==> src/io_pkg.sv <==
package io_pkg;

  // Bus widths
  localparam int ADDR_W = 16;
  localparam int DATA_W = 32;

  // Address map, bit 15 set selects the host block
  localparam int HOST_SEL_BIT = 15;

  // Word offsets inside the host block
  localparam int HOST_EN_OFS     = 0;
  localparam int HOST_FINISH_OFS = 1;

  typedef enum logic {
    OP_READ  = 1'b0,
    OP_WRITE = 1'b1
  } bus_op_e;

  typedef enum logic [1:0] {
    PORT_IDLE = 2'd0,
    PORT_WAIT = 2'd1,
    PORT_DONE = 2'd2
  } port_state_e;

  // First field is the MSB
  typedef struct packed {
    logic icache;
    logic dcache;
    logic lce;
    logic cce;
    logic dram;
    logic vm;
    logic cmt;
    logic core_profile;
    logic pc_profile;
    logic branch_profile;
    logic cosim;
  } trace_en_t;

  typedef struct packed {
    bus_op_e             op;
    logic [ADDR_W-1:0]   addr;
    logic [DATA_W-1:0]   wdata;
  } bus_req_t;

  typedef struct packed {
    logic [DATA_W-1:0]   rdata;
    logic                err;
  } bus_rsp_t;

endpackage
==> src/host_bus.sv <==
`timescale 1ns/100ps

module host_bus (
  input  logic              clk_i,
  input  logic              rst_n_i,
  input  logic              p0_req_valid_i,
  input  io_pkg::bus_req_t  p0_req_i,
  output logic              p0_grant_o,
  output logic              p0_rsp_valid_o,
  output io_pkg::bus_rsp_t  p0_rsp_o,
  input  logic              p1_req_valid_i,
  input  io_pkg::bus_req_t  p1_req_i,
  output logic              p1_grant_o,
  output logic              p1_rsp_valid_o,
  output io_pkg::bus_rsp_t  p1_rsp_o,
  output logic              host_valid_o,
  output logic              mem_valid_o,
  output io_pkg::bus_req_t  tgt_req_o,
  input  io_pkg::bus_rsp_t  host_rsp_i,
  input  io_pkg::bus_rsp_t  mem_rsp_i
);

  logic              busy_q;
  logic              rr_q;
  logic              owner_q;
  logic              tgt_host_q;
  logic              pick_p1;
  logic              grant_any;
  logic              to_host;
  io_pkg::bus_rsp_t  rsp_mux;

  // rr_q set gives p1 the priority on a tie
  always_comb
  begin
    if (p0_req_valid_i && p1_req_valid_i)
      pick_p1 = rr_q;
    else
      pick_p1 = p1_req_valid_i;
  end

  // Single issue, target answers in the cycle after the grant
  assign grant_any = !busy_q && (p0_req_valid_i || p1_req_valid_i);
  assign p0_grant_o = grant_any && !pick_p1;
  assign p1_grant_o = grant_any && pick_p1;

  assign tgt_req_o    = pick_p1 ? p1_req_i : p0_req_i;
  assign to_host      = tgt_req_o.addr[io_pkg::HOST_SEL_BIT];
  assign host_valid_o = grant_any && to_host;
  assign mem_valid_o  = grant_any && !to_host;

  always_ff @(posedge clk_i)
  begin
    if (!rst_n_i)
    begin
      busy_q     <= 1'b0;
      rr_q       <= 1'b0;
      owner_q    <= 1'b0;
      tgt_host_q <= 1'b0;
    end
    else
    begin
      busy_q <= grant_any;
      if (grant_any)
      begin
        owner_q    <= pick_p1;
        tgt_host_q <= to_host;
        rr_q       <= !pick_p1;
      end
    end
  end

  // Response steered back to the owner only
  assign rsp_mux = tgt_host_q ? host_rsp_i : mem_rsp_i;

  assign p0_rsp_valid_o = busy_q && !owner_q;
  assign p1_rsp_valid_o = busy_q && owner_q;
  assign p0_rsp_o       = rsp_mux;
  assign p1_rsp_o       = rsp_mux;

endmodule

==> config.mk <==
export PLATFORM = sky130hd
export DESIGN_NAME = host_bus
export DESIGN_NICKNAME = d
export VERILOG_FILES = /design/src/io_pkg.sv /design/src/host_bus.sv
export SDC_FILE = /design/constraint.sdc
export NUM_CORES = 1
export LEC_CHECK = 0
export BUFFER_PORTS_ARGS = -buffer_cell sky130_fd_sc_hd__buf_2
export CAP_MARGIN = 20
export CORE_AREA = 4 4 111 113
export CTS_BUF_LIST = sky130_fd_sc_hd__clkbuf_8 sky130_fd_sc_hd__clkbuf_16
export CTS_CLUSTER_SIZE = 10
export DETAILED_ROUTE_END_ITERATION = 6
export DIE_AREA = 0 0 115 117
export SLEW_MARGIN = 20
export SYNTH_ARGS = -nofsm -noshare
export SYNTH_HDL_FRONTEND = slang
export SYNTH_SLANG_ARGS = --single-unit
==> constraint.sdc <==
create_clock -name clk_i -period 2 [get_ports clk_i]
set_input_delay 0.4 -clock clk_i [delete_from_list [all_inputs] [get_ports clk_i]]
set_output_delay 0.4 -clock clk_i [all_outputs]
set_load 0.01 [all_outputs]
# Word-level counts from Yosys, hierarchy flattened
# Index checks and enable logic that the tools add are counted.
dict set report classes {
  mux 3
  reduce_logical 13
}
# op n
set op_table {}
lappend op_table {{$mux W49} 1}
lappend op_table {{$mux W33} 1}
lappend op_table {{$logic_and A1 B1 Y1} 8}
lappend op_table {{$logic_not A1 Y1} 4}
lappend op_table {{$logic_or A1 B1 Y1} 1}
lappend op_table {{$mux W1} 1}
dict set report word_totals {
  regBits 4
  input_bits 168
  out_inout_bits 121
  wordCells 20
}

# Depth between registers and ports, before layout
dict set report logic_depth {
  ltp_word 5
  mapped_depth 5
  mapped_depth_nobuf 3
}

# Least setup slack after synthesis
# OpenSTA, ideal clock, no wires.
dict set report synth_timing {
  path_type {reg-to-output}
  start {register tgt_host_q}
  end {output port p1_rsp_o[10] in the netlist's numbering}
  arrival_ns 1.281
  t_required_ns 1.600
  setup_slack_ns 0.319
  path_stages_with_launch 5
  n_path_buf 3
  path_cell_list {dfxtp_1 > clkbuf_1 > buf_2 > mux2_2 > buf_4}
}
# item line_no
set synth_lines {}
lappend synth_lines {{start: declaration} host_bus.sv:26} ;# logic tgt_host_q;
lappend synth_lines {{start signal: assignment} host_bus.sv:66} ;# tgt_host_q <= to_host;
lappend synth_lines {{end: declaration} host_bus.sv:15} ;# output io_pkg::bus_rsp_t p1_rsp_o,

==> flow_summary.json <==
{
  "areaGrowthSynthToFinish_pct": 99.9,
  "ys_ff_latch": 4,
  "layout_setup_ws_ns": 0.0775,
  "synth_edf_count": 0,
  "preCtsSetupSlack_ns": 0.137,
  "yosysTopAreaCell": "mux2_2",
  "p_per_area_mw_per_mm2": 433,
  "slew_headroom": 0.814,
  "routed_via_density": 3.92,
  "grt_antenna_before_repair": 0,
  "grt_pass1_vias": 2138,
  "worst_path_max_delay_cell": "mux2_2",
  "worstPathArrival_ns": 1.52,
  "crit_chain": "nand2b_2 -> nand2_4 -> clkbuf_16 -> mux2_2 -> buf_2",
  "cts_root_buf": "clkbuf_16",
  "min_period_over_period": 0.961,
  "antenna_cells": 0,
  "finClkSkew_ns": 0.000833,
  "ios": 289,
  "final-hold-violation-count": 0,
  "grt_pass1_wl_um": 11500,
  "rsz0062_at_grt": "true",
  "fp-row-count": 39,
  "crit_start": "rr_q",
  "critPathMaxStageDelay_ns": 0.33,
  "die_area_mm2": 0.0135,
  "holdCritStartpoint": "rst_n_i",
  "die_x_um": 115,
  "drcViolationCount": 0,
  "slew_violations": 0,
  "ir_drop_mv": 0.248,
  "ys_seq_area_frac": 0.0532,
  "crit_fanout": 12,
  "async_flop_share": 0,
  "synth.avg_cell_area_um2": 10.2,
  "layout-drive-gt1-share": 0.951,
  "cts_tree": "yes",
  "worstMarginPinSlew_ns": 0.279,
  "grt_max_degree": 35,
  "dp.cells": 544,
  "cts_hold_buf": 0,
  "fmax_mhz": 520,
  "finalNonFillerCells": 548,
  "postSynthCellCount": 147,
  "drt-initial-drc-count": 33,
  "setup_viol": 0,
  "path_buf_inv": 2,
  "fin_nets": 575,
  "path_class": "flip-flop to output port",
  "yosysWarnings": 0,
  "hold_path_class": "input pin to flip-flop",
  "period_needed_ns": 1.92,
  "grt-ovfl-total": 0,
  "portBuffers": 288,
  "start_util": 0.133,
  "h-tree-depth": 1,
  "post-dp-hpwl_um": 8210,
  "grtUsageTotal": 0.112,
  "power_leakage_nw": 1.75,
  "place_congestion": 0.703,
  "synth_ff_type": "dfxtp_1",
  "ys_types": 23,
  "synth_top_area_share": 0.456,
  "cap_viol_max_count": 0,
  "cp_top_family": "simple AND/OR/NAND/NOR gates",
  "drtPass1Iterations": 4,
  "via_count": 2149,
  "syn-num-nets": 315,
  "required_ns": 1.60,
  "clock_latency_ns": 0.22,
  "status": "finished, final reports clean",
  "synthTopCellsByArea": "mux2_2, mux2_4, buf_4, dfxtp_1, buf_6",
  "critPathLaunchType": "flip-flop",
  "fp.dieH_um": 117,
  "cts_buffers": 3,
  "core_mm2": 0.0113,
  "ant_nets": 0,
  "crit_path_end_kind": "output port",
  "cts.clk_slew.worst_paths_ns": 0.03,
  "wl_um": 8970,
  "clock_sinks": 4,
  "syn_area_mm2": 0.00151,
  "cts_max_path_buffers": 2,
  "wire_per_inst_um": 16.4,
  "r2r-start": "rr_q"
}
[stage by stage]
step	hold slack [ns]	cell area (um^2)	util	power [W]	TNS [ns]
2_1_floorplan	0.452	1510	-	0.000624	0
3_3_place_gp	0.467	2900	0.256	0.00100	0
3_5_place_dp	0.466	2900	0.256	0.00100	0
4_1_cts	0.416	2980	0.263	0.00132	0
5_1_grt	0.444	3010	0.266	0.00139	-0.000653
6_report	0.421	3010	0.266	0.00130	0
[synthesized netlist by cell type (2+ instances only)]
library cell,number
a21oi_1,2
and2_1,2
buf_2,5
buf_4,33
buf_6,3
dfxtp_1,4
mux2_2,61
mux2_4,20
nand2_1,2
nand3_1,2
[repair_timing]
item,in CTS,in global routing
buffers inserted,0,0
setup endpoints to repair,0,29
gates resized for setup,0,2
endpoints found under the hold margin,0,0
[area by class of cell]
class                      count  area [um^2]
fill                        1273         8310
timing repair buffer         297         1560
multi-input combinational    100         1120
tap                          143          179
sequential                     4         80.1
clock buffer                   3         75.1
inverter                       1         3.75
[report_power, final]
| group | internal, W | total [W] | switching (W) |
|---|---|---|---|
| registers | 0.0000874 | 0.0000915 | 0.00000409 |
| logic | 0.000486 | 0.000903 | 0.000417 |
| clock network | 0.000255 | 0.000308 | 0.0000527 |
[routing by layer]
| layer | GRT usage | wire (um) | share of wire |
|---|---|---|---|
| met1 | 0.128 | 3200 | 0.36 |
| met2 | 0.214 | 4680 | 0.52 |
| met3 | 0.0334 | 1090 | 0.12 |
| met4 | 0.00704 | 8 | 0.00089 |
| met5 | 0 | 0 | 0 |
[worst paths after layout]
kind,end,cells after the start,slack [ns]
worst min-delay path,busy_q,2,0.42
worst min register to register,owner_q,2,0.47
worst max-delay path,tgt_req_o[13],5,0.08
worst max register to register,tgt_host_q,4,0.90
[cell families (layout without fill, tap and decap cells)]
family,Yosys count,after routing,share of synthesized area
AND/OR/NAND/NOR,10,10,0.0382
multiplexers,81,81,0.656
buffers and inverters,43,301,0.209
AO/OA/AOI/OAI,9,9,0.0441
flip-flops,4,4,0.0532
[registers in the layout, indices dropped and copies added (netlist names)]
name        cells
busy_q          1
owner_q         1
rr_q            1
tgt_host_q      1
[cells in the final DEF (no fill, tap or decap)]
cell	n
buf_2	288
mux2_2	61
mux2_4	20
buf_4	5
dfxtp_1	4
clkbuf_16	4
nand3_1	2
nand2_1	2
a21oi_1	2
and2_1	2
buf_12	2
nand2b_2	1
a21bo_2	1
nand2_4	1
o21bai_1	1
o21ba_2	1
and3_1	1
nor2b_1	1
inv_1	1
o211a_1	1
a21boi_0	1
o21ai_0	1
a31oi_1	1
buf_6	1
Note: power is estimated with default switching activity, not from simulation.
