### src/io_pkg.sv
package io_pkg;

  // Bus widths
  localparam int ADDR_W = 16;
  localparam int DATA_W = 32;

  // Address map, bit 15 set selects the host block
  localparam int HOST_SEL_BIT = 15;

  // Word offsets inside the host block
  localparam int HOST_EN_OFS     = 0;
  localparam int HOST_FINISH_OFS = 1;

  typedef enum logic {
    OP_READ  = 1'b0,
    OP_WRITE = 1'b1
  } bus_op_e;

  typedef enum logic [1:0] {
    PORT_IDLE = 2'd0,
    PORT_WAIT = 2'd1,
    PORT_DONE = 2'd2
  } port_state_e;

  // First field is the MSB
  typedef struct packed {
    logic icache;
    logic dcache;
    logic lce;
    logic cce;
    logic dram;
    logic vm;
    logic cmt;
    logic core_profile;
    logic pc_profile;
    logic branch_profile;
    logic cosim;
  } trace_en_t;

  typedef struct packed {
    bus_op_e             op;
    logic [ADDR_W-1:0]   addr;
    logic [DATA_W-1:0]   wdata;
  } bus_req_t;

  typedef struct packed {
    logic [DATA_W-1:0]   rdata;
    logic                err;
  } bus_rsp_t;

endpackage
### src/apb_port.sv
`timescale 1ns/100ps

module apb_port (
  input  logic                       clk_i,
  input  logic                       rst_n_i,
  input  logic                       psel_i,
  input  logic                       penable_i,
  input  logic                       pwrite_i,
  input  logic [io_pkg::ADDR_W-1:0]  paddr_i,
  input  logic [io_pkg::DATA_W-1:0]  pwdata_i,
  output logic [io_pkg::DATA_W-1:0]  prdata_o,
  output logic                       pready_o,
  output logic                       pslverr_o,
  output logic                       req_valid_o,
  output io_pkg::bus_req_t           req_o,
  input  logic                       grant_i,
  input  logic                       rsp_valid_i,
  input  io_pkg::bus_rsp_t           rsp_i
);

  io_pkg::port_state_e         state_q;
  logic                        pend_q;
  logic                        err_q;
  logic                        start;
  io_pkg::bus_req_t            req_q;
  logic [io_pkg::DATA_W-1:0]   rdata_q;

  // New transfer seen in its first access cycle
  assign start = (state_q == io_pkg::PORT_IDLE) && psel_i && penable_i;

  always_ff @(posedge clk_i)
  begin
    if (!rst_n_i)
    begin
      state_q <= io_pkg::PORT_IDLE;
      pend_q  <= 1'b0;
      err_q   <= 1'b0;
    end
    else
    begin
      case (state_q)
        io_pkg::PORT_IDLE:
        begin
          if (start)
          begin
            state_q <= io_pkg::PORT_WAIT;
            pend_q  <= 1'b1;
          end
        end
        io_pkg::PORT_WAIT:
        begin
          if (grant_i)
            pend_q <= 1'b0;
          if (rsp_valid_i)
          begin
            state_q <= io_pkg::PORT_DONE;
            err_q   <= rsp_i.err;
          end
        end
        default:
          state_q <= io_pkg::PORT_IDLE;
      endcase
    end
  end

  always_ff @(posedge clk_i)
  begin
    if (start)
      req_q <= '{op:    (pwrite_i ? io_pkg::OP_WRITE : io_pkg::OP_READ),
                 addr:  paddr_i,
                 wdata: pwdata_i};
    if ((state_q == io_pkg::PORT_WAIT) && rsp_valid_i)
      rdata_q <= rsp_i.rdata;
  end

  assign req_valid_o = (state_q == io_pkg::PORT_WAIT) && pend_q;
  assign req_o       = req_q;
  assign prdata_o    = rdata_q;
  assign pready_o    = (state_q == io_pkg::PORT_DONE);
  assign pslverr_o   = (state_q == io_pkg::PORT_DONE) && err_q;

endmodule

### config.mk
export PLATFORM = sky130hd
export DESIGN_NAME = apb_port
export DESIGN_NICKNAME = d
export VERILOG_FILES = /design/src/io_pkg.sv /design/src/apb_port.sv
export SDC_FILE = /design/constraint.sdc
export NUM_CORES = 1
export LEC_CHECK = 0
export BUFFER_PORTS_ARGS = -buffer_cell sky130_fd_sc_hd__clkbuf_2
export CORE_MARGIN = 4
export CORE_UTILIZATION = 44
export DETAILED_ROUTE_END_ITERATION = 10
export PLACE_DENSITY_LB_ADDON = 0.08
export SYNTH_ARGS = -nofsm -noshare
export SYNTH_HDL_FRONTEND = slang
export SYNTH_SLANG_ARGS = --single-unit
### constraint.sdc
create_clock -name clk_i -period 4.8 [get_ports clk_i]
set_clock_uncertainty 0.1 [all_clocks]
set_input_delay 0 -clock clk_i [delete_from_list [all_inputs] [get_ports clk_i]]
set_output_delay 0 -clock clk_i [all_outputs]
set_load 0.005 [all_outputs]
==> Word level (Yosys, flattened, before mapping) <==
Cells that the tools add are included.
{ "op_classes": {"addsub": 0, "multipliers": 0, "div": 0, "n_lt_le_gt_ge": 0, "n_eq_ne": 5, "shifts": 0, "muxes": 7, "bitwise": 0, "reduce_logical": 10} }
{ "ops": {"columns": ["operator", "n"], "rows": [
  ["2-bit inequality test (second input constant)", 3],
  ["1-bit logical AND", 5],
  ["2-bit two-way mux", 2],
  ["2-bit case mux with 2 select lines", 1],
  ["2-bit AND reduction", 2],
  ["1-bit two-way mux", 3],
  ["3-bit AND reduction", 1],
  ["2-bit by 1-bit == test with 1-bit output (second input constant)", 1],
  ["2-bit == test (second input constant)", 1],
  ["2-bit zero test", 1],
  ["1-bit case mux with 2 select lines", 1],
  ["2-bit nonzero test", 1]
]} }
{ "word_totals": {"regBits": 85, "latchBits": 0, "ramBits": 0, "romBits": 0, "in_bits": 88, "output_inout_bits": 84, "word_cells": 29, "memories": 0} }

==> Longest topological paths before layout <==
Gate-level depths: netlist of the first run.
{ "depth": {"depth_word": 5, "mapped_depth": 2, "depth_no_buf": 2} }

==> Worst setup path before layout of the first run <==
Ideal clock, no wire load.
{ "synth_path": {"kind": "reg-to-reg", "start": "register state_q[1]", "end": "register req_q, in the netlist req_o[0], enable pin", "setup_time_ns": 0.403, "arrival_ns": 1.521, "t_required_ns": 4.297, "path_slack_ns": 2.776, "stages_incl_launch_ff": 3, "path_buffers": 0, "synth_period_minus_slack_ns": 2.024, "cell_sequence": "dfxtp_1 -> nand4bb_1 -> inv_1"} }
{ "synth_via": {"elab_chain_len": 3} }
{ "synth_rtl": {"columns": ["item", "line_no", "source"], "rows": [
  ["from (decl)", "apb_port.sv:21", "io_pkg::port_state_e state_q;"],
  ["from (signal assigned)", "apb_port.sv:35", "state_q <= io_pkg::PORT_IDLE;"],
  ["from (signal assigned)", "apb_port.sv:46", "state_q <= io_pkg::PORT_WAIT;"],
  ["from (signal assigned)", "apb_port.sv:56", "state_q <= io_pkg::PORT_DONE;"],
  ["2-bit zero test", "apb_port.sv:29", "assign start = (state_q == io_pkg::PORT_IDLE) && psel_i && penable_i;"],
  ["1-bit logical AND (2 in series)", "apb_port.sv:29", null],
  ["via start", "apb_port.sv:24", "logic start;"],
  ["to (signal assigned)", "apb_port.sv:69", "req_q <= '{op: (pwrite_i ? io_pkg::OP_WRITE : io_pkg::OP_READ),"],
  ["to (decl)", "apb_port.sv:25", "io_pkg::bus_req_t req_q;"]
]} }
The timed path passes the listed nets, and every way through them passes these cells.
A chain may end at the register's enable or synchronous reset.

==> Worst setup path after layout of the first run <==
{ "layout_path": {"start": "register state_q[0]", "end": "register err_q"} }
{ "layout_via": {"elab_chain_len": 2} }
{ "layout_rtl": {"columns": ["item", "line_no", "source"], "rows": [
  ["2-bit by 1-bit == test with 1-bit output", "apb_port.sv:41", "case (state_q)"],
  ["2-bit AND reduction (no line)", null, null],
  ["to (signal assigned)", "apb_port.sv:57", "err_q <= rsp_i.err;"],
  ["to (decl)", "apb_port.sv:23", "logic err_q;"]
]} }
No other way between the ends.

==> impl_metrics.toml, run 1 <==
[clock_network]
clk_pin_slew_ns = 0.07
cts_tree = "built"
clkSinkCount = 85
cts_setup_buffers = 0
cts_buffers = 9
clock_latency_ns = 0.33
clock-root-buffer = "clkbuf_8"
cts-htree-levels = 3
cts_max_path_buffers = 2

[timing]
worst_slew_pin_slew_ns = 0.989
maxSlewHeadroom_pct = 34.0
fin_crit_sh_pct = 39.4
fmax_mhz = 529
setup-tns-final_ns = 0
hold-worst-slack_ns = 0.275
rsz0062_at_grt = "false"
setup-violations-final = 0
finalHoldViolCount = 0
period_minus_slack_ns = 1.89
maxSlewViolCount = 0

[critical_path]
r2r_start = "state_q[0]"
r2r_end = "err_q"
cp-end-kind = "flop"
required_ns = 4.98
cp_max_fo = 34
worst-endpoint-arrival_ns = 2.07
cpPeakStageDelay_ns = 0.55
rr_worst_depth = 4
start_kind = "flop"
crit_chain = "and3b_1 -> buf_4 -> mux2i_1 -> dlygate4sd3_1"
crit_slowest_cell = "dlygate4sd3_1"
crit_buf_inv = 2
crit_family = "buffers and inverters"
cp.depth = 4
crit_type = "reg -> reg"
reg2reg_setup_slack_ns = 2.91

[logic_synthesis]
synth_top_area_share_pct = 92.9
synth_cells = 101
ys_seq_elements = 85
syn_area_per_cell_um2 = 25.9
syn_area_um2 = 2620
yosys_warnings = 0
ys_types = 12
yosysSeqAreaShare_pct = 95.9
synthTopCellsByArea = "edfxtp_1 93%, dfxtp_1 3.1%, and3b_1 1.0%"
yosys.area.top_type = "edfxtp_1"
synth_nets = 189

[floorplanning]
coreArea_um2 = 5640
die_y_um = 85.1
initial_core_util_pct = 46.4
die_area_um2 = 7250
rows = 27
fp.dieW_um = 85.1
ios = 172

[routing]
drc = 0
wl_per_cell_um = 15.7
detail-route-antenna-nets = 0
wirelength_um = 7070
first_pass_iters = 4
via_per_inst = 4.32
drt-initial-drc-count = 98
num_vias = 1945

[place]
gp_routability_congestion = 0.714
numPortBuffers = 171
hpwlAfterDp_um = 4400
placed_area_um2 = 3570
place_inst = 345

[cells_and_area]
synthToLayoutAreaGrowth_pct = 78.0
n_antenna_cell = 0
drive_gt1_share_pct = 49.2
instances_no_fill = 450
nets = 461
fin_area_um2 = 4660

[pwr]
p_leak_nw = 2.03
ir_drop_mv = 0.238
finalPower_mw = 1.49
pwr_density_cell_nw_per_um2 = 319

[global_route]
track_usage_pct = 19.8
grt_pass1_vias = 2148
gr-total-overflow = 0
grt_pass1_wl_um = 10800
antenna_found_initial = 0
grt_max_degree = 50

[flow_run]
drv_cap = 0

[hold_path]
hold_start = "pwdata_i[21]"
min_path_cells = 2
hold_path.class = "in -> reg"
whs_endpoint = "req_o[21]"

[run_status]
outcome = "finished, final reports clean"
-- flip-flops by register name (all words and copies together), names as in the netlist --
signal and flops:
req_o 49, prdata_o 32, state_q 2, err_q 1
pend_q 1
-- where the power goes --
group | internal [mW] | switching (mW) | leakage (nW)
logic | 0.0887 | 0.0501 | 1.15
clock network | 0.269 | 0.227 | 0.101
registers | 0.844 | 0.00746 | 0.780
-- cell usage in the layout (no fill, tap or decap), drive strengths merged --
| cell | Yosys | layout |
|---|---|---|
| a21oi | 1 | 1 |
| and2 | 2 | 2 |
| and2b | 1 | 1 |
| and3b | 3 | 3 |
| buf | 0 | 1 |
| bufinv | 0 | 1 |
| clkbuf | 0 | 185 |
| clkinv | 0 | 1 |
| dfxtp | 4 | 4 |
| dlygate4sd3 | 0 | 89 |
| edfxtp | 81 | 81 |
| inv | 2 | 2 |
| mux2i | 1 | 1 |
| nand2 | 3 | 3 |
| nand4bb | 1 | 1 |
| o22ai | 1 | 1 |
| or3b | 1 | 1 |
-- area by class of cell --
type                    instances  area, um^2
flip-flops and latches         85        2510
repair buffers                261        1750
clock buffers                  14         163
inverters                       2        7.51
well taps                      72        90.1
clock inverters                 2        35.0
multi-input cells              14        98.8
fillers                       314         981
-- how the worst max path moves through the flow --
stage,from,endpoint,slack (ns)
after floorplan,state_q[1],req_o[0],2.78
after global placement,state_q[1],req_o[19],2.98
after detailed placement,state_q[1],req_o[19],2.95
after CTS,state_q[1],err_q,2.93
after global routing,state_q[0],err_q,2.77
final,state_q[0],err_q,2.91
-- cells in the mapped netlist --
library cell	instances
edfxtp_1	81
dfxtp_1	4
and3b_1	3
nand2_1	3
and2_1	2
inv_1	2
a21oi_1	1
and2b_1	1
mux2i_1	1
nand4bb_1	1
o22ai_1	1
or3b_1	1
-- routing by layer --
layer / wire (um) / global-route usage, %
met2: 3890 / 36.4
met4: 127 / 8.06
met5: 0 / 0
met3: 568 / 5.73
met1: 2480 / 21.1
-- cells by family (layout without fill, tap and decap cells) --
group	Yosys count	in the layout	share of synthesized area, %
AO/OA/AOI/OAI	2	2	0.430
buffers and inverters	2	279	0.287
flip-flops	85	85	95.9
AND/OR/NAND/NOR	11	11	2.96
multiplexers	1	1	0.382
-- per-stage QoR --
stage	setup slack (ns)	util, %
floorplan	2.78	-
global placement	2.98	63.3
detailed placement	2.95	63.3
CTS	2.93	82.6
global route	2.77	82.6
finish	2.91	82.6
-- timing repair --
item                                   4_1_cts  5_1_grt
endpoints found under the hold margin       85        0
hold buffers                                89        0
gates resized for setup                      0        0
Power figures use the tool's default switching activity.
==> run 2: changes to the inputs <==
--- a/config.mk
+++ b/config.mk
@@ -7,7 +7,7 @@
 export LEC_CHECK = 0
 export BUFFER_PORTS_ARGS = -buffer_cell sky130_fd_sc_hd__clkbuf_2
 export CORE_MARGIN = 4
-export CORE_UTILIZATION = 44
+export CORE_UTILIZATION = 37
 export DETAILED_ROUTE_END_ITERATION = 10
 export PLACE_DENSITY_LB_ADDON = 0.08
 export SYNTH_ARGS = -nofsm -noshare
==> constraint.sdc (replaced) <==
create_clock -name clk_i -period 1.5 [get_ports clk_i]
set_clock_uncertainty 0.1 [all_clocks]
set_input_delay 0 -clock clk_i [delete_from_list [all_inputs] [get_ports clk_i]]
set_output_delay 0 -clock clk_i [all_outputs]
set_load 0.005 [all_outputs]
==> run 2 against run 1 <==
Against the previous run:
- power grew to 3.4 times the previous value
- non-clock buffer count increased by 1
- sequential share of layout area down 1.5 points
- global-route usage shrank 2.1 points
- die area rose by 17%
- worst setup slack lost 2.7 ns
- critical endpoint is now req_o[38]
- largest cell class unchanged
- highest routed layer unchanged
==> impl_metrics.toml, run 2 (synthesis results as in run 1) <==
[run_status]
outcome = "finished, final reports clean"

[clock_network]
clk_pin_slew_ns = 0.08
cts-htree-levels = 3
ctsResizeCount = 0
cts_buffers = 9
cts_max_path_buffers = 2
cts_setup_buffers = 0
clock-root-buffer = "clkbuf_8"
cts_tree = "built"
clock_latency_ns = 0.33
clkSinkCount = 85

[pwr]
p_leak_nw = 2.05
finalPower_mw = 5.06
ir_drop_mv = 0.564
pwr_density_cell_nw_per_um2 = 1050

[routing]
via_per_inst = 4.20
num_vias = 1995
drt-initial-drc-count = 59
detail-route-antenna-nets = 0
wirelength_um = 7180
first_pass_iters = 4
drc = 0
wl_per_cell_um = 15.1

[critical_path]
cp-end-kind = "flop"
cp_max_fo = 26
r2r_end = "req_o[38]"
start_kind = "flop"
endpoint = "req_o[38]"
crit_start = "state_q[0]"
worst-endpoint-arrival_ns = 1.27
reg2reg_setup_slack_ns = 0.18
rr_worst_depth = 3
required_ns = 1.44
r2r_start = "state_q[0]"
crit_type = "reg -> reg"

[cells_and_area]
fin_area_um2 = 4800
synthToLayoutAreaGrowth_pct = 83.2
n_antenna_cell = 0
final_common_cell = "clkbuf_2"
instances_no_fill = 475
nets = 462
drive_gt1_share_pct = 50.9
layout_common_cells = "171 x clkbuf_2, 88 x dlygate4sd3_1, 81 x edfxtp_1"
fin_util_pct = 70.2
largest_reg_flops = 49

[global_route]
grt_pass1_wl_um = 11200
track_usage_pct = 17.7
grt_pass1_vias = 2250
antenna_found_initial = 0
gr-total-overflow = 0
grt_max_degree = 35

[timing]
setup-tns-final_ns = 0
finalHoldViolCount = 0
hold-worst-slack_ns = 0.275
fin_crit_sh_pct = 88.3
fmax_mhz = 755
fin_ws_ns = 0.176
maxSlewHeadroom_pct = 87.7
rsz0062_at_grt = "false"
period_minus_slack_ns = 1.32
setup-violations-final = 0
maxSlewViolCount = 0
worst_slew_pin_slew_ns = 0.184

[place]
place_ws_ns = 0.185
place_inst = 371
gp_routability_congestion = 0.736
placed_area_um2 = 3680
numPortBuffers = 171
hpwlAfterDp_um = 4490

[flow_run]
drv_cap = 0

[floorplanning]
die_y_um = 92.1
ios = 172
initial_core_util_pct = 38.3
rows = 30
die_area_um2 = 8490
coreArea_um2 = 6830
fp.dieW_um = 92.1

[hold_path]
hold_path.class = "in -> reg"
==> run 2: changes by cell type in the layout (fill, tap and decap cells not counted), sizes merged <==
cell and change:
dlygate4sd3 -1, bufinv +2, clkbuf -4, clkinvlp +2, buf +2
==> run 2: final cells by class <==
cell class | count | area, um^2
tap | 96 | 120
sequential | 85 | 2510
fill | 459 | 2030
inverter | 2 | 11.3
multi-input combinational | 14 | 116
clock inverter | 6 | 110
clock buffer | 10 | 128
timing repair buffer | 262 | 1800
==> run 2: repair_timing <==
| action | in CTS | in global routing |
|---|---|---|
| hold buffers | 88 | 1 |
| hold endpoints to repair | 85 | 2 |
| setup endpoints to repair | 0 | 2 |
==> run 2: layer usage <==
layer / routed length, um / track usage, % / vias to the layer above
li1: - / - / 943
met1: 2430 / 17.5 / 915
met2: 3890 / 32.2 / 115
met3: 637 / 5.74 / 22
met4: 222 / 10.3 / 0
met5: 0 / 0 / -
==> run 2: report_power, final <==
| group | internal (mW) | total (mW) | switching [mW] |
|---|---|---|---|
| combinational | 0.301 | 0.466 | 0.165 |
| sequential | 2.70 | 2.72 | 0.0250 |
| clock | 1.11 | 1.87 | 0.762 |
| total | 4.11 | 5.06 | 0.952 |
==> run 2: how the worst min path moves through the flow <==
stage | slack (ns) | startpoint | cells past startpoint | end
global placement | 0.08 | rsp_i[21] | 1 | prdata_o[20]
CTS | 0.22 | psel_i | 4 | req_o[19]
finish | 0.27 | rsp_i[10] | 2 | prdata_o[9]
detailed placement | 0.08 | rsp_i[13] | 1 | prdata_o[12]
global route | 0.26 | rsp_i[7] | 2 | prdata_o[6]
floorplan | -0.001 | rsp_i[1] | 0 | prdata_o[0]
==> run 2: critical path, stage by stage (launching register included) <==
cell and delay [ns]:
dfxtp_2 0.34, nand4bb_4 0.25, clkinvlp_4 0.14, buf_12 0.18
==> run 3: changes to the inputs <==
--- a/config.mk
+++ b/config.mk
@@ -9,7 +9,7 @@
 export CORE_MARGIN = 4
 export CORE_UTILIZATION = 37
 export DETAILED_ROUTE_END_ITERATION = 10
-export PLACE_DENSITY_LB_ADDON = 0.08
+export PLACE_DENSITY_LB_ADDON = 0.12
 export SYNTH_ARGS = -nofsm -noshare
 export SYNTH_HDL_FRONTEND = slang
 export SYNTH_SLANG_ARGS = --single-unit
==> run 3 against run 2 <==
Against the previous run:
- flip-flop and latch count unchanged
- design area down 0.81%
- die area unchanged
- largest power group unchanged
- non-clock buffer count up 1
- global-route usage down 1.2 points
- largest cell class unchanged
- cell count unchanged
- worst setup slack worse by 0.040 ns
- sequential share of layout area up 0.43 points
- highest routed layer unchanged
- routed wire length down 3.0%
- combinational power down 1%
==> impl_metrics.toml, run 3 (synthesis results as in run 1) <==
[routing]
detail-route-antenna-nets = 0
drc = 0
num_vias = 1965
drt-initial-drc-count = 30
via_per_inst = 4.14
first_pass_iters = 4
wl_per_cell_um = 14.7
wirelength_um = 6970

[clock_network]
clk_pin_slew_ns = 0.08
ctsResizeCount = 0
clock-root-buffer = "clkbuf_8"
cts_buffers = 9
clock_latency_ns = 0.33
cts_max_path_buffers = 2
cts_setup_buffers = 0
cts-htree-levels = 3
clkSinkCount = 85
cts_tree = "built"

[pwr]
p_leak_nw = 2.04
finalPower_mw = 4.85
pwr_density_cell_nw_per_um2 = 1020
ir_drop_mv = 0.565

[cells_and_area]
layout_common_cells = "171 x clkbuf_2, 88 x dlygate4sd3_1, 81 x edfxtp_1"
fillCellCount = 506
largest_reg_flops = 49
final_common_cell = "clkbuf_2"
fin_util_pct = 69.7
drive_gt1_share_pct = 50.9
n_antenna_cell = 0
nets = 463
synthToLayoutAreaGrowth_pct = 81.7
fin_area_um2 = 4760

[global_route]
antenna_found_initial = 0
track_usage_pct = 16.5
grt_pass1_wl_um = 10500
grt_max_degree = 35
gr-total-overflow = 0
grt_pass1_vias = 2098

[timing]
worst_slew_pin_slew_ns = 0.185
fin_crit_sh_pct = 90.9
rsz0062_at_grt = "false"
period_minus_slack_ns = 1.36
setup-tns-final_ns = 0
maxSlewViolCount = 0
setup-violations-final = 0
hold-worst-slack_ns = 0.269
finalHoldViolCount = 0
maxSlewHeadroom_pct = 87.7
fmax_mhz = 733

[critical_path]
start_kind = "flop"
worst-endpoint-arrival_ns = 1.29
crit_slowest_cell = "dfxtp_2"
r2r_start = "state_q[0]"
required_ns = 1.43
r2r_end = "req_o[26]"
cpPeakStageDelay_ns = 0.35
crit_buf_inv = 2
crit_chain = "nand4bb_4 -> clkinvlp_4 -> buf_12"
reg2reg_setup_slack_ns = 0.14
crit_type = "reg -> reg"
rr_worst_depth = 3
crit_family = "buffers and inverters"
cp-end-kind = "flop"
cp_max_fo = 30

[floorplanning]
coreArea_um2 = 6830
initial_core_util_pct = 38.3
rows = 30
ios = 172
fp.dieW_um = 92.1
die_area_um2 = 8490
die_y_um = 92.1

[place]
gp_routability_congestion = 0.711
numPortBuffers = 171
placed_area_um2 = 3670

[run_status]
outcome = "finished, final reports clean"

[flow_run]
drv_cap = 0

[hold_path]
whs_endpoint = "req_o[8]"
min_path_cells = 2
hold_start = "pwdata_i[8]"
hold_path.class = "in -> reg"
-- run 3: repair_timing --
item	CTS	global route
endpoints found under the setup margin	0	2
endpoints found under the hold margin	85	2
hold buffers	88	1
-- run 3: layer usage --
metal / vias up / wire length (um) / GRT usage (%)
met4: 0 / 132 / 8.17
met5: - / 0 / 0
met3: 11 / 398 / 3.77
met1: 928 / 2400 / 16.9
li1: 944 / - / -
met2: 82 / 4030 / 31.2
-- run 3: cell type report --
class,instances,area (um^2),share of cell area (%)
clock buffer,10,128,2.68
clock inverter,5,76.3,1.60
inverter,2,11.3,0.237
multi-input combinational,14,116,2.45
sequential,85,2510,52.9
tap,96,120,2.52
timing repair buffer,263,1790,37.7
-- run 3: per-stage QoR --
stage	setup WS [ns]	instances
global route	0.0706	475
CTS	0.00875	475
finish	0.137	475
global placement	0.156	372
detailed placement	0.134	372
floorplan	-0.177	101
-- run 3: power by group --
group	switching, mW	internal (mW)	leakage [nW]	total [mW]
clock network	0.743	0.921	0.0998	1.66
logic	0.163	0.298	1.16	0.461
registers	0.0242	2.70	0.781	2.72
total	0.930	3.92	2.04	4.85
-- run 3: worst max-delay path by stage --
stage                end       start  depth (start not counted)
5_1_grt        req_o[45]  state_q[0]                          3
6_report       req_o[26]  state_q[0]                          3
3_3_place_gp   req_o[14]  state_q[0]                          3
2_1_floorplan   req_o[0]  state_q[0]                          2
3_5_place_dp    req_o[8]  state_q[0]                          3
4_1_cts           pend_q  state_q[0]                          3
