File: src/io_pkg.sv
package io_pkg;

  // Bus widths
  localparam int ADDR_W = 16;
  localparam int DATA_W = 32;

  // Address map, bit 15 set selects the host block
  localparam int HOST_SEL_BIT = 15;

  // Word offsets inside the host block
  localparam int HOST_EN_OFS     = 0;
  localparam int HOST_FINISH_OFS = 1;

  typedef enum logic {
    OP_READ  = 1'b0,
    OP_WRITE = 1'b1
  } bus_op_e;

  typedef enum logic [1:0] {
    PORT_IDLE = 2'd0,
    PORT_WAIT = 2'd1,
    PORT_DONE = 2'd2
  } port_state_e;

  // First field is the MSB
  typedef struct packed {
    logic icache;
    logic dcache;
    logic lce;
    logic cce;
    logic dram;
    logic vm;
    logic cmt;
    logic core_profile;
    logic pc_profile;
    logic branch_profile;
    logic cosim;
  } trace_en_t;

  typedef struct packed {
    bus_op_e             op;
    logic [ADDR_W-1:0]   addr;
    logic [DATA_W-1:0]   wdata;
  } bus_req_t;

  typedef struct packed {
    logic [DATA_W-1:0]   rdata;
    logic                err;
  } bus_rsp_t;

endpackage
File: src/host_regs.sv
`timescale 1ns/100ps

module host_regs #(
  parameter int NUM_HARTS = 2
) (
  input  logic                  clk_i,
  input  logic                  rst_n_i,
  input  logic                  valid_i,
  input  io_pkg::bus_req_t      req_i,
  output io_pkg::bus_rsp_t      rsp_o,
  output io_pkg::trace_en_t     trace_en_o,
  output logic [NUM_HARTS-1:0]  finish_o,
  output logic                  all_finished_o
);

  localparam int HART_W = (NUM_HARTS > 1) ? $clog2(NUM_HARTS) : 1;
  localparam int OFS_W  = io_pkg::HOST_SEL_BIT;
  localparam int DW     = io_pkg::DATA_W;
  localparam int EN_W   = $bits(io_pkg::trace_en_t);

  io_pkg::trace_en_t     en_q;
  logic [NUM_HARTS-1:0]  finish_q;
  io_pkg::bus_rsp_t      rsp_q;
  logic [OFS_W-1:0]      ofs;
  logic                  is_write;
  logic                  hit_en;
  logic                  hit_fin;
  logic                  hart_ok;

  assign ofs      = req_i.addr[OFS_W-1:0];
  assign is_write = (req_i.op == io_pkg::OP_WRITE);
  assign hit_en   = (ofs == OFS_W'(io_pkg::HOST_EN_OFS));
  assign hit_fin  = (ofs == OFS_W'(io_pkg::HOST_FINISH_OFS));
  assign hart_ok  = (req_i.wdata < DW'(NUM_HARTS));

  always_ff @(posedge clk_i)
  begin
    if (!rst_n_i)
    begin
      en_q     <= '0;
      finish_q <= '0;
      rsp_q    <= '0;
    end
    else if (valid_i)
    begin
      rsp_q <= '0;
      if (hit_en)
      begin
        if (is_write)
          en_q <= io_pkg::trace_en_t'(req_i.wdata[EN_W-1:0]);
        else
          rsp_q.rdata <= DW'(en_q);
      end
      else if (hit_fin)
      begin
        if (!is_write)
          rsp_q.rdata <= DW'(finish_q);
        else if (hart_ok)
          finish_q[req_i.wdata[HART_W-1:0]] <= 1'b1;
        else
          rsp_q.err <= 1'b1;
      end
      else
        rsp_q.err <= 1'b1;
    end
  end

  assign rsp_o          = rsp_q;
  assign trace_en_o     = en_q;
  assign finish_o       = finish_q;
  assign all_finished_o = &finish_q;

endmodule

File: config.mk
export PLATFORM = sky130hd
export DESIGN_NAME = host_regs
export DESIGN_NICKNAME = d
export VERILOG_FILES = /design/src/io_pkg.sv /design/src/host_regs.sv
export SDC_FILE = /design/constraint.sdc
export NUM_CORES = 1
export LEC_CHECK = 0
export BUFFER_PORTS_ARGS = -buffer_cell sky130_fd_sc_hd__buf_4
export CORE_ASPECT_RATIO = 0.6
export CORE_MARGIN = 2
export CORE_UTILIZATION = 34
export DETAILED_ROUTE_END_ITERATION = 10
export PLACE_DENSITY = 0.69
export SYNTH_ARGS = -nofsm -noshare
export SYNTH_HDL_FRONTEND = slang
export SYNTH_SLANG_ARGS = --single-unit
File: constraint.sdc
create_clock -name clk_i -period 3.75 [get_ports clk_i]
set_input_delay 0.5625 -clock clk_i [delete_from_list [all_inputs] [get_ports clk_i]]
set_output_delay 0.5625 -clock clk_i [all_outputs]
set_load 0.01 [all_outputs]
# Word level (Yosys, flattened, before mapping)
# Cells that the tools add are included.
# totals
latch_bits	0
reg_bits	46
romBits	0
memories	0
ramBits	0
# classes
eq_ne	1
n_lt_le_gt_ge	3
reduce_logical	5
bitwise	2
n_shift	0
n_mux	10
add_sub_neg	0
multipliers	0
n_div	0
# op_table
operator	count
$lt 32x2->1 const B	1
$mux 32	1
$eq 15x1->1 const B	1
$logic_not 15->1	1
$mux 11	1
$mux 1	5
$reduce_and 5->1	1
$mux 2	2
$reduce_and 3->1	1
$lt 1x2->1 const B	1
$or 2x2->2	1
$reduce_and 2->1	1
$demux 1 s1	1
$ge 1x1->1 const B	1
$logic_and 1x1->1	1
$not 1->1	1

# Depth between registers and ports, before layout
# Gate-level depths: netlist of the first run.
# logic_depth
word_depth	5
depth_mapped	5

# Least setup slack after synthesis of the first run
# No wires, ideal clock.
# synth_path
path_type	input -> register
start	input port req_i[31] in the netlist's numbering
end	register rsp_q, in the netlist rsp_o[0]
required_time_ps	3635
cell_stages	4
slack_ps	2043
arrival_time_ps	1592
cell_sequence	nor4_1 > nand2_1 > or4_4 > o21a_1
# synth_via
elab_chain_cells	5
# synth_lines
item	line	source
start: declaration	host_regs.sv:9	input io_pkg::bus_req_t req_i,
$lt 32x2->1	host_regs.sv:34	assign hart_ok = (req_i.wdata < DW'(NUM_HARTS));
$mux 1	host_regs.sv:58	else if (hart_ok)
$mux 1	host_regs.sv:56	if (!is_write)
$mux 1	host_regs.sv:54	else if (hit_fin)
$mux 1	host_regs.sv:47	if (hit_en)
end: declaration	host_regs.sv:23	io_pkg::bus_rsp_t rsp_q;
# Every way passes these cells.
# A chain may end at the register's enable or synchronous reset.

# Worst setup path in the final report of the first run
# layout_path
start	input port req_i[35] in the netlist's numbering
end	register en_q, in the netlist trace_en_o[10]
# layout_via
elab_chain_cells	2
# layout_lines
item	line	source
$logic_not 15->1	host_regs.sv:32	assign hit_en = (ofs == OFS_W'(io_pkg::HOST_EN_OFS));
$reduce_and 3->1 (no line)	--	
end signal: assignment	host_regs.sv:50	en_q <= io_pkg::trace_en_t'(req_i.wdata[EN_W-1:0]);
end: declaration	host_regs.sv:21	io_pkg::trace_en_t en_q;
# Every way passes these cells.

==> results of run 1 <==
[final cells by class]
type | count | area [um^2] | area share
Clock buffer | 3 | 41.3 | 0.0219
Sequential cell | 25 | 500 | 0.266
Inverter | 3 | 11.3 | 0.00598
Multi-Input combinational cell | 118 | 697 | 0.370
Clock inverter | 1 | 5.00 | 0.00266
Timing Repair Buffer | 76 | 571 | 0.303
Tap cell | 47 | 58.8 | 0.0312
[sequential cells by signal, indices dropped and copies added (netlist names)]
| signal | flops |
|---|---|
| finish_o | 2 |
| rsp_o | 12 |
| trace_en_o | 11 |
[logic make-up after synthesis]
kind of cell / Yosys count
multiplexers: 2
buffers and inverters: 34
flip-flops: 25
AND/OR/NAND/NOR: 58
other: 1
AO/OA/AOI/OAI: 37
[synth_stat cells]
| master | number |
|---|---|
| nand2_1 | 6 |
| a21boi_1 | 2 |
| o21ai_0 | 11 |
| o32ai_1 | 2 |
| and4_1 | 1 |
| buf_1 | 1 |
| nor4b_2 | 1 |
| nor3_1 | 2 |
| o31ai_2 | 1 |
| inv_1 | 3 |
| o31ai_1 | 1 |
| and2_1 | 4 |
| o21a_1 | 1 |
| nand2b_1 | 9 |
| o221a_2 | 1 |
| dfxtp_1 | 25 |
| nand3_1 | 21 |
| a21boi_0 | 18 |
| conb_1 | 1 |
| mux2i_1 | 2 |
| buf_4 | 23 |
| nand4_1 | 2 |
| or4_4 | 1 |
| nor4_1 | 10 |
| nand3b_1 | 1 |
| clkbuf_1 | 7 |
[worst min path at each step]
stage	startpoint	endpoint	slack [ns]	cells after the start
floorplan	rsp_o[6]	rsp_o[6]	0.49	2
global placement	rsp_o[6]	rsp_o[6]	0.46	2
detailed placement	rsp_o[6]	rsp_o[6]	0.46	2
CTS	rsp_o[6]	rsp_o[6]	0.48	2
global route	rsp_o[6]	rsp_o[6]	0.51	2
finish	rsp_o[6]	rsp_o[6]	0.48	2
[per-layer routing]
layer,routed length [um],track usage,up-vias
met5,0,0,-
met2,1500,0.270,52
met1,1720,0.226,585
met4,16,0.0317,0
li1,-,-,660
met3,275,0.0520,2
[worst reg2reg max path, delay by kind of cell (launching register included)]
kind	cells	cell delay, ns
DFF	1	0.41
muxes	1	0.10
AOI/OAI and AO/OA	1	0.20
and+or+nand+nor	1	0.15
[stage by stage]
| step | setup WS [ns] | cell area, um^2 |
|---|---|---|
| after floorplan | 2.04 | 1410 |
| after global placement | 1.50 | 1840 |
| after detailed placement | 1.47 | 1840 |
| after CTS | 1.75 | 1880 |
| after global routing | 1.56 | 1880 |
| final | 1.74 | 1880 |
[power by group through the flow]
stage | logic, mW | clock network, mW | registers [mW]
after floorplan | 0.0434 | 0 | 0.273
after global placement | 0.0753 | 0 | 0.273
after detailed placement | 0.0756 | 0 | 0.273
after CTS | 0.0758 | 0.164 | 0.266
after global routing | 0.0836 | 0.179 | 0.267
final | 0.0758 | 0.159 | 0.266
==> results.md, run 1 <==
* H-tree Lvls at 1
* Crit share post-route at 0.537
* Placer Congestion at 0.713
* Vias in the first global route at between 1,000 and 1,500
* Post-route DRC at 0
* Critical Path Source Type: input port
* Slew @ Worst Pin at 0.688 ns
* Most frequent cells in the layout: 76 x buf_4, 25 x dfxtp_1, 21 x nand3_1, 21 x conb_1, 18 x a21boi_0
* Status: completed
* Slowest stage cell, crit path: and4_1
* Top-area cell type share of the netlist area at 0.375
* Count of cell types in the netlist at 26
* Layout cell share with drive strength beyond 1 at 0.372
* Critical R2R Launch: finish_o[0]
* Largest delay share family, worst path: simple AND/OR/NAND/NOR gates
* Adder-Cell Fraction of Synth Area at 0
* Worst-skew pair later-pin latency at roughly 0.27 ns
* Post-synthesis sequential area ratio at 0.375
* Worst-path clk slew at approximately 0.09 ns
* Synth area leaders: dfxtp_1 37%, buf_4 13%, a21boi_0 10%
* CP Max Fanout at 20
* Mux contribution to synthesized area at 0.0150
* CP bufs+invs at 1
* First-pass DRT Iterations at 4
* Leading area contributor after synthesis: dfxtp_1
* CP Depth at 5
* Number of synthesized register bits at 25
* Drt wl/cell at 12.9 um
* N_diodes at 0
* Global-route wire length before repair at 5840 um
* Non-Filler Instances at approximately 270
* Die Y at ~53 um
* Critical Path End: trace_en_o[10]
* CTS root buf: clkbuf_8
* Reg2Reg Capture Point: rsp_o[1]
* Core Area at about 0.0037 mm^2
* Max-slew headroom at 0.541
* Max Slew Vio Count at 0
* Fill count at around 380
* Net Sw Frac at 0.237
* CP peak stage delay at between 0.7 and 0.8 ns
* Worst Hold Class: reg -> reg
* Mapped Cells at 157
* Worst Reg-to-Reg Cells at 3
* Design internal power at 0.382 mW
* Die width at 84.9 um
* Max Clk Rate at 0.497 GHz
* I/O pin count at 99
* Total gr overflow at 0
* CTS tree: yes
* Vias per inst at about 4.8
* Maximum vdd drop at around 120 uV
* GRT Total Usage at 0.168
* RSZ-0062 raised after global routing: no
* Clk sinks at 25
* Starting Density at 0.359
* Final net count at 279
* Post-Synth XOR/XNOR Area at 0
* Post-layout util at 0.506
* CTS Buffer Depth at 2
* Gate power share at 0.151
* Cell Chain, Critical Path: buf_4, nor4_1, and4_1, nand3_1, a21boi_0
* Worst Clk Skew at 0.00320 ns
* Commonest non-fill, non-tap cell in the layout: buf_4
* Final hold viol count at 0
* Leakage at 0.792 nW
* Post CTS Setup Buffer Count at 0
* Die area at 0.00446 mm^2
* WP data arrival at ~2.2 ns
* Clock power frac at 0.317
* 1st-iter DRT viols at 60
* Routed Antenna Nets at 0
* Max-capacitance violation count at 0
* Initial antenna violation count at 0
* PortBufs at between 70 and 80
* Simple-gate area share of the yosys netlist at 0.252
* Synthesized area at 0.00134 mm^2
* Placed instance count at between 200 and 300
* Net Sw Power at roughly 0.12 mW
* Total CTS buffers at 3
* Crit. Startpoint: req_i[35]
* Crit. End Element: flop
* R2R Setup Slk at 2.84 ns
* Via count at roughly 1,300
* Final wirelength at about 3500 um
* Synth Area in Compound Gates at 0.196
* TNS Setup at 0 ns
* Largest family of logic cells by synthesized area: simple AND/OR/NAND/NOR gates
* Power, Total at between 0.5 and 0.6 mW
* Hold Slack at about 0.48 ns
* Pwr/cell area at approximately 270 mW/mm^2
* Largest net degree at the start of global routing at 28
* Final setup violating endpoints at 0
* CTS resizes at 0
* Ys Warns at 0
* Mean Syn Cell Area at roughly 8.5 um^2
* Hold Buf Count CTS at 0
* HPWL Detailed at around 2800 um
* Flop pwr share at 0.532
* Critical Path RT at slightly below 4 ns
* Period minus WS final at about 2.0 ns
* Area growth from synthesis to layout at 41.0%
* CP Class: in -> reg
* Row count at 17
Power figures use the tool's default switching activity.
==> run 2, diff against run 1 <==
==> constraint.sdc (replaced) <==
create_clock -name clk_i -period 2.01 [get_ports clk_i]
set_input_delay 0.3015 -clock clk_i [delete_from_list [all_inputs] [get_ports clk_i]]
set_output_delay 0.3015 -clock clk_i [all_outputs]
set_load 0.01 [all_outputs]
==> run 2 against run 1 <==
  * Clock power up 88%
  * Cell count up 0.73%
  * Register-to-register slack worse by 1.7 ns
  * Sequential share of layout area down 0.24 points
  * Non-clock buffer count up 2
  * Count of clock-buffer cells in the layout unchanged
  * Via count up 2.0%
  * Final area up 0.93%
  * Worst setup slack worse by 1.2 ns
  * Critical path type unchanged
==> results.md, run 2 (synthesis gave the netlist of run 1 again) <==
* Die Y at 52.6 um (unchanged)
* Leakage at 0.798 nW (+0.74%)
* Final hold viol count at 0 (unchanged)
* Worst-skew pair later-pin latency at 0.26 ns (about the same)
* CTS Buffer Depth at 2 (unchanged)
* Pwr/cell area at 493 mW/mm^2 (+86%)
* Largest net degree at the start of global routing at 28 (unchanged)
* I/O pin count at 99 (unchanged)
* CTS resizes at 0 (unchanged)
* Fill count at 377 (-1.3%)
* CP Class: in -> reg
* Maximum vdd drop at 267 uV (+130%)
* Core Area at 0.00372 mm^2 (unchanged)
* Final wirelength at 3580 um (+2.0%)
* Largest delay share family, worst path: simple AND/OR/NAND/NOR gates
* Worst Clk Skew at 0.000638 ns (-0.00257 ns)
* Hold Startpoint: req_i[4]
* Hold Buf Count CTS at 0 (unchanged)
* WP data arrival at 1.67 ns (-0.53 ns)
* Critical R2R Launch: finish_o[0]
* Dpl cell area at 0.00185 mm^2 (+0.82%)
* Vias per inst at 4.82 (+1.3%)
* 1st-iter DRT viols at 34 (-43%)
* Final net count at 281 (+0.72%)
* Max Clk Rate at slightly below 0.7 GHz
* Max-slew headroom at 0.648 (+0.107)
* Final setup violating endpoints at 0 (unchanged)
* Critical Path RT at 2.22 ns (-1.72 ns)
* Hold Path Depth at 3 (+1)
* N_diodes at 0 (unchanged)
* Post CTS Setup Buffer Count at 0 (unchanged)
* Hold Slack at 0.304 ns (-0.174 ns)
* Row count at 17 (unchanged)
* Clk sinks at 25 (unchanged)
* Hold EP: trace_en_o[4]
* Global-route wire length before repair at 5700 um (-2.4%)
* CP Max Fanout at 6 (-70%)
* Layout cell share with drive strength beyond 1 at 0.377 (+0.00551)
* Total gr overflow at 0 (unchanged)
* Total CTS buffers at 3 (unchanged)
* First-pass DRT Iterations at 4 (unchanged)
* Commonest non-fill, non-tap cell in the layout: buf_4
* CP peak stage delay at 0.42 ns (-0.31 ns)
* Max-capacitance violation count at 0 (unchanged)
* Worst-path clk slew at 0.09 ns (about the same)
* Starting Density at 0.359 (unchanged)
* Die width at 84.9 um (unchanged)
* Slew @ Worst Pin at 0.527 ns (-0.161 ns)
* Via count at 1,325 (+2.0%)
* Drt wl/cell at 13.0 um (+1.3%)
* Most frequent cells in the layout: 78 x buf_4, 25 x dfxtp_1, 21 x nand3_1, 21 x conb_1, 18 x a21boi_0
* Critical Path Source Type: input port
* Status: completed
* R2R Setup Slk at 1.10 ns (-1.74 ns)
* CTS root buf: clkbuf_8
* Crit share post-route at 0.725
* TNS Setup at 0 ns (unchanged)
* CTS tree: yes
* CP bufs+invs at 1 (unchanged)
* Worst Hold Class: in -> reg
* Period minus WS final at about 1.5 ns
* Die area at 0.00446 mm^2 (unchanged)
* Initial antenna violation count at 0 (unchanged)
* Number of flip-flops in the largest register at 12 (unchanged)
* Routed Antenna Nets at 0 (unchanged)
* Crit. End Element: flop
* Area growth from synthesis to layout at 42.3%
* Cell Chain, Critical Path: buf_4, nor4_1, nand4_1, o32ai_1, and2_1
* H-tree Lvls at 1 (unchanged)
* PortBufs at 76 (unchanged)
* RSZ-0062 raised after global routing: no
* HPWL Detailed at 2780 um (+0.66%)
* Placer Congestion at 0.712 (-0.15%)
* Vias in the first global route at 1,298 (+2.5%)
* Slowest stage cell, crit path: nor4_1
* Worst Reg-to-Reg Cells at 3 (unchanged)
* Final Cell Area at 0.00190 mm^2 (+0.93%)
* Post-route DRC at 0 (unchanged)
* GRT Total Usage at 0.165 (-0.00379)
* Max Slew Vio Count at 0 (unchanged)
* Reg2Reg Capture Point: rsp_o[1]
* Power, Total at 0.938 mW (+87%)
-- run 2: cell count changes in the layout (fill, tap and decap cells not counted) --
cell        previous run  this run
clkinv_2               1         0
clkinvlp_4             0         1
buf_4                 76        78
-- run 2: worst register-to-register path: cells and delay by family (launching register included) --
family | cells | cell delay [ns]
AO/OA/AOI/OAI | 1 | 0.20
flip-flops | 1 | 0.40
multiplexers | 1 | 0.09
AND/OR/NAND/NOR | 1 | 0.16
-- run 2: worst max-delay path by stage --
stage	start	endpoint	slack (ns)	cells after the start
floorplan	req_i[31]	rsp_o[0]	0.56	4
global placement	req_i[3]	rsp_o[0]	0.28	5
detailed placement	req_i[3]	finish_o[0]	0.24	5
CTS	req_i[3]	finish_o[0]	0.55	5
global route	req_i[45]	rsp_o[3]	0.41	6
finish	req_i[35]	rsp_o[1]	0.55	5
-- run 2: metrics by stage --
step                      setup WS [ns]   util  std cells
final                             0.552  0.511        275
after global routing              0.408  0.511        275
after CTS                         0.555  0.511        275
after detailed placement          0.242  0.498        271
after global placement            0.280  0.498        271
after floorplan                   0.564      -        177
-- run 2: final cells by class --
| type | count | area [um^2] | area share |
|---|---|---|---|
| well taps | 47 | 58.8 | 0.0309 |
| repair buffers | 78 | 586 | 0.308 |
| multi-input cells | 118 | 697 | 0.366 |
| clock inverters | 1 | 7.51 | 0.00395 |
| inverters | 3 | 11.3 | 0.00592 |
| flip-flops and latches | 25 | 500 | 0.263 |
| clock buffers | 3 | 41.3 | 0.0217 |
-- run 2: where the power goes --
group	total, mW	internal, mW	switching [mW]
clock	0.299	0.140	0.159
sequential	0.497	0.496	0.000892
combinational	0.142	0.0783	0.0634
-- run 2: layer usage --
metal	up-vias	track usage	share of wire
li1	661	-	-
met1	611	0.207	0.47
met2	53	0.285	0.46
met3	0	0.0535	0.072
met4	0	0.0238	0
met5	-	0	0
==> run 3, diff against run 2 <==
--- a/config.mk
+++ b/config.mk
@@ -5,12 +5,13 @@
 export SDC_FILE = /design/constraint.sdc
 export NUM_CORES = 1
 export LEC_CHECK = 0
+export ABC_AREA = 1
 export BUFFER_PORTS_ARGS = -buffer_cell sky130_fd_sc_hd__buf_4
 export CORE_ASPECT_RATIO = 0.6
 export CORE_MARGIN = 2
 export CORE_UTILIZATION = 34
 export DETAILED_ROUTE_END_ITERATION = 10
-export PLACE_DENSITY = 0.69
+export PLACE_DENSITY = 0.68
 export SYNTH_ARGS = -nofsm -noshare
 export SYNTH_HDL_FRONTEND = slang
 export SYNTH_SLANG_ARGS = --single-unit
==> constraint.sdc (replaced) <==
create_clock -name clk_i -period 1.4 [get_ports clk_i]
set_input_delay 0.21 -clock clk_i [delete_from_list [all_inputs] [get_ports clk_i]]
set_output_delay 0.21 -clock clk_i [all_outputs]
set_load 0.01 [all_outputs]
==> run 3 against run 2 <==
  * Sequential power rose by 43%
  * Global-route usage is 1.4 points lower
  * Synthesized area is 4.9% higher
  * Core utilization fell by 1.1 points
  * Sequential cell count did not move
  * Cell count increased by 16%
  * Combinational power is 47% higher
  * Highest routed layer is now met4
==> results.md, run 3 <==
* Status: completed
* Pwr/cell area at 677 mW/mm^2 (+37%)
* Mapped Cells at 193 (+23%)
* Post-synthesis sequential area ratio at 0.357 (-0.0174)
* Critical R2R Launch: finish_o[1]
* CP Max Fanout at 3 (-3)
* Area growth from synthesis to layout at 43.7%
* Synthesized area at 0.00140 mm^2 (+4.9%)
* First-pass DRT Iterations at 4 (unchanged)
* Drt wl/cell at 10.4 um (-20%)
* Maximum vdd drop at 333 uV (+25%)
* Ys Warns at 0 (unchanged)
* CP bufs+invs at 1 (unchanged)
* Post-route DRC at 0 (unchanged)
* Synth top cells by count: 30 x nand2_1, 28 x nor2_1, 25 x dfxtp_1
* Commonest non-fill, non-tap cell in the layout: buf_4
* Global-route wire length before repair at 5480 um (-3.9%)
* Leakage at 0.917 nW (+15%)
* Max Clk Rate at 0.927 GHz
* Starting Density at 0.348 (-0.0114)
* Post-synth EDFFs at 0 (unchanged)
* Crit. End Element: output pin
* Clock power frac at 0.323 (+0.004)
* WP data arrival at 0.87 ns (-0.80 ns)
* Most frequent cells in the layout: 78 x buf_4, 30 x nand2_1, 28 x nor2_1, 25 x dfxtp_1
* Layout cell share with drive strength beyond 1 at 0.419 (+0.0413)
* CTS Buffer Depth at 2 (unchanged)
* Placed instance count at 316 (+17%)
* HPWL Detailed at 2770 um (-0.35%)
* Final wirelength at 3330 um (-6.9%)
* H-tree Lvls at 1 (unchanged)
* Clk sinks at 25 (unchanged)
* Critical Path RT at 1.19 ns (-1.03 ns)
* RSZ-0062 raised after global routing: no
* Worst Hold Class: in -> reg
* Net Sw Power at 0.337 mW (+51%)
* Die width at 86.9 um (+2.3%)
* Top-count cell post-synth: nand2_1
* Final setup violating endpoints at 0 (unchanged)
* Worst-skew pair later-pin latency at 0.27 ns (about the same)
* PortBufs at 76 (unchanged)
* Non-Filler Instances at 320 (+16%)
* Largest delay share family, worst path: flip-flops
* Hold Startpoint: valid_i
* Final hold viol count at 0 (unchanged)
* I/O pin count at 99 (unchanged)
* Count of cell types in the netlist at 27 (+3.8%)
* Number of flip-flops in the largest register at 12 (unchanged)
* Cell Chain, Critical Path: buf_4
* Total CTS buffers at 3 (unchanged)
* Post CTS Setup Buffer Count at 0 (unchanged)
* Vias per inst at 4.26 (-12%)
* Crit. Startpoint: trace_en_o[1]
* Row count at 18 (+1)
* TNS Setup at 0 ns (unchanged)
* Vias in the first global route at 1,273 (-1.9%)
* Max-capacitance violation count at 0 (unchanged)
* CP Class: reg -> out
* CTS root buf: clkbuf_8
* Crit share post-route at 0.771
* Routed Antenna Nets at 0 (unchanged)
* Commonest register cell after synthesis: dfxtp_1
* Slowest stage cell, crit path: dfxtp_1
* Total gr overflow at 0 (unchanged)
* N_diodes at 0 (unchanged)
* GRT Total Usage at 0.151 (-0.0135)
* Final net count at 323 (+15%)
* Core Area at 0.00403 mm^2 (+8.3%)
* CP peak stage delay at 0.44 ns (+0.02 ns)
* CTS resizes at 0 (unchanged)
* Leading area contributor after synthesis: dfxtp_1
* Placer Congestion at 0.727 (+2.1%)
* Max Slew Vio Count at 0 (unchanged)
* Net Sw Frac at 0.247 (+0.00897)
* Hold Buf Count CTS at 0 (unchanged)
* Mean Syn Cell Area at 7.26 um^2 (-15%)
* Initial antenna violation count at 0 (unchanged)
* 1st-iter DRT viols at 50 (+47%)
* Number of synthesized register bits at 25 (unchanged)
* Synth area leaders: dfxtp_1 36%, buf_4 11%, nand2_1 8.0%
* CTS tree: yes
* Critical Path Source Type: flop
* Worst Clk Skew at 0.00504 ns (+0.00440 ns)
* Period minus WS final at 1.08 ns
* Die Y at 53.7 um (+2.2%)
* Via count at 1,364 (+2.9%)
* Largest net degree at the start of global routing at 23 (-18%)
* Worst-path clk slew at 0.09 ns (about the same)
* Top-area cell type share of the netlist area at 0.357 (-0.0174)
* Fill count at 421 (+12%)
* Flop pwr share at 0.523 (-0.007)
* Design internal power at 1.03 mW (+44%)
* Die area at 0.00467 mm^2 (+4.6%)
* Fraction of registers with async set/reset at 0 (unchanged)
* Gate power share at 0.154 (+0.003)
[run 3: cell types whose count changed in the layout (fill, tap and decap cells not counted), sizes merged, moves of 3 or more]
cell / change
nor4: -10
a21oi: +23
nand2b: -9
inv: +19
nor2: +30
nand2: +35
nand3: -19
and2: -3
a21boi: -20
[run 3: path summary, 6_finish.rpt]
path                                      end  slack (ns)  depth (start not counted)
worst max-delay path            trace_en_o[1]        0.32                          1
worst min-delay path                 rsp_o[0]        0.15                          2
worst max register to register       rsp_o[2]        0.59                          4
worst min register to register  trace_en_o[8]        0.47                          2
[run 3: power groups by stage]
stage          clock [mW]  sequential (mW)  combinational [mW]
5_1_grt             0.473            0.714               0.234
3_5_place_dp            0            0.730               0.210
2_1_floorplan           0            0.731               0.120
4_1_cts             0.451            0.713               0.210
3_3_place_gp            0            0.730               0.207
6_report            0.441            0.713               0.209
[run 3: area by class of cell]
class,count,area [um^2],area share
inverter,22,82.6,0.0410
clock inverter,1,7.51,0.00373
multi-input combinational,139,694,0.345
timing repair buffer,80,626,0.311
sequential,25,500,0.248
clock buffer,3,41.3,0.0205
tap,50,62.6,0.0311
[run 3: logic make-up (layout without fill, tap and decap cells)]
kind of cell | Yosys count | count (layout) | synth area share
flip-flops | 25 | 25 | 0.357
AND/OR/NAND/NOR | 80 | 80 | 0.273
other | 1 | 21 | 0.00268
AO/OA/AOI/OAI | 38 | 38 | 0.166
buffers and inverters | 49 | 106 | 0.201
[run 3: metal layers]
metal,wire length (um),GRT usage,part of all wire
met5,0,0,0
met4,24,0.0313,0.0072
met3,316,0.0445,0.095
met2,1450,0.253,0.44
met1,1540,0.196,0.46
[run 3: through the flow]
stage / util / setup slack, ns / area [um^2] / hold slack [ns] / power [mW]
after floorplan: - / 0.331 / 1480 / 0.303 / 0.851
after global placement: 0.488 / 0.140 / 1970 / 0.425 / 0.937
after detailed placement: 0.488 / 0.105 / 1970 / 0.430 / 0.940
after CTS: 0.500 / 0.311 / 2010 / 0.140 / 1.37
after global routing: 0.500 / 0.250 / 2010 / 0.151 / 1.42
final: 0.500 / 0.321 / 2010 / 0.146 / 1.36
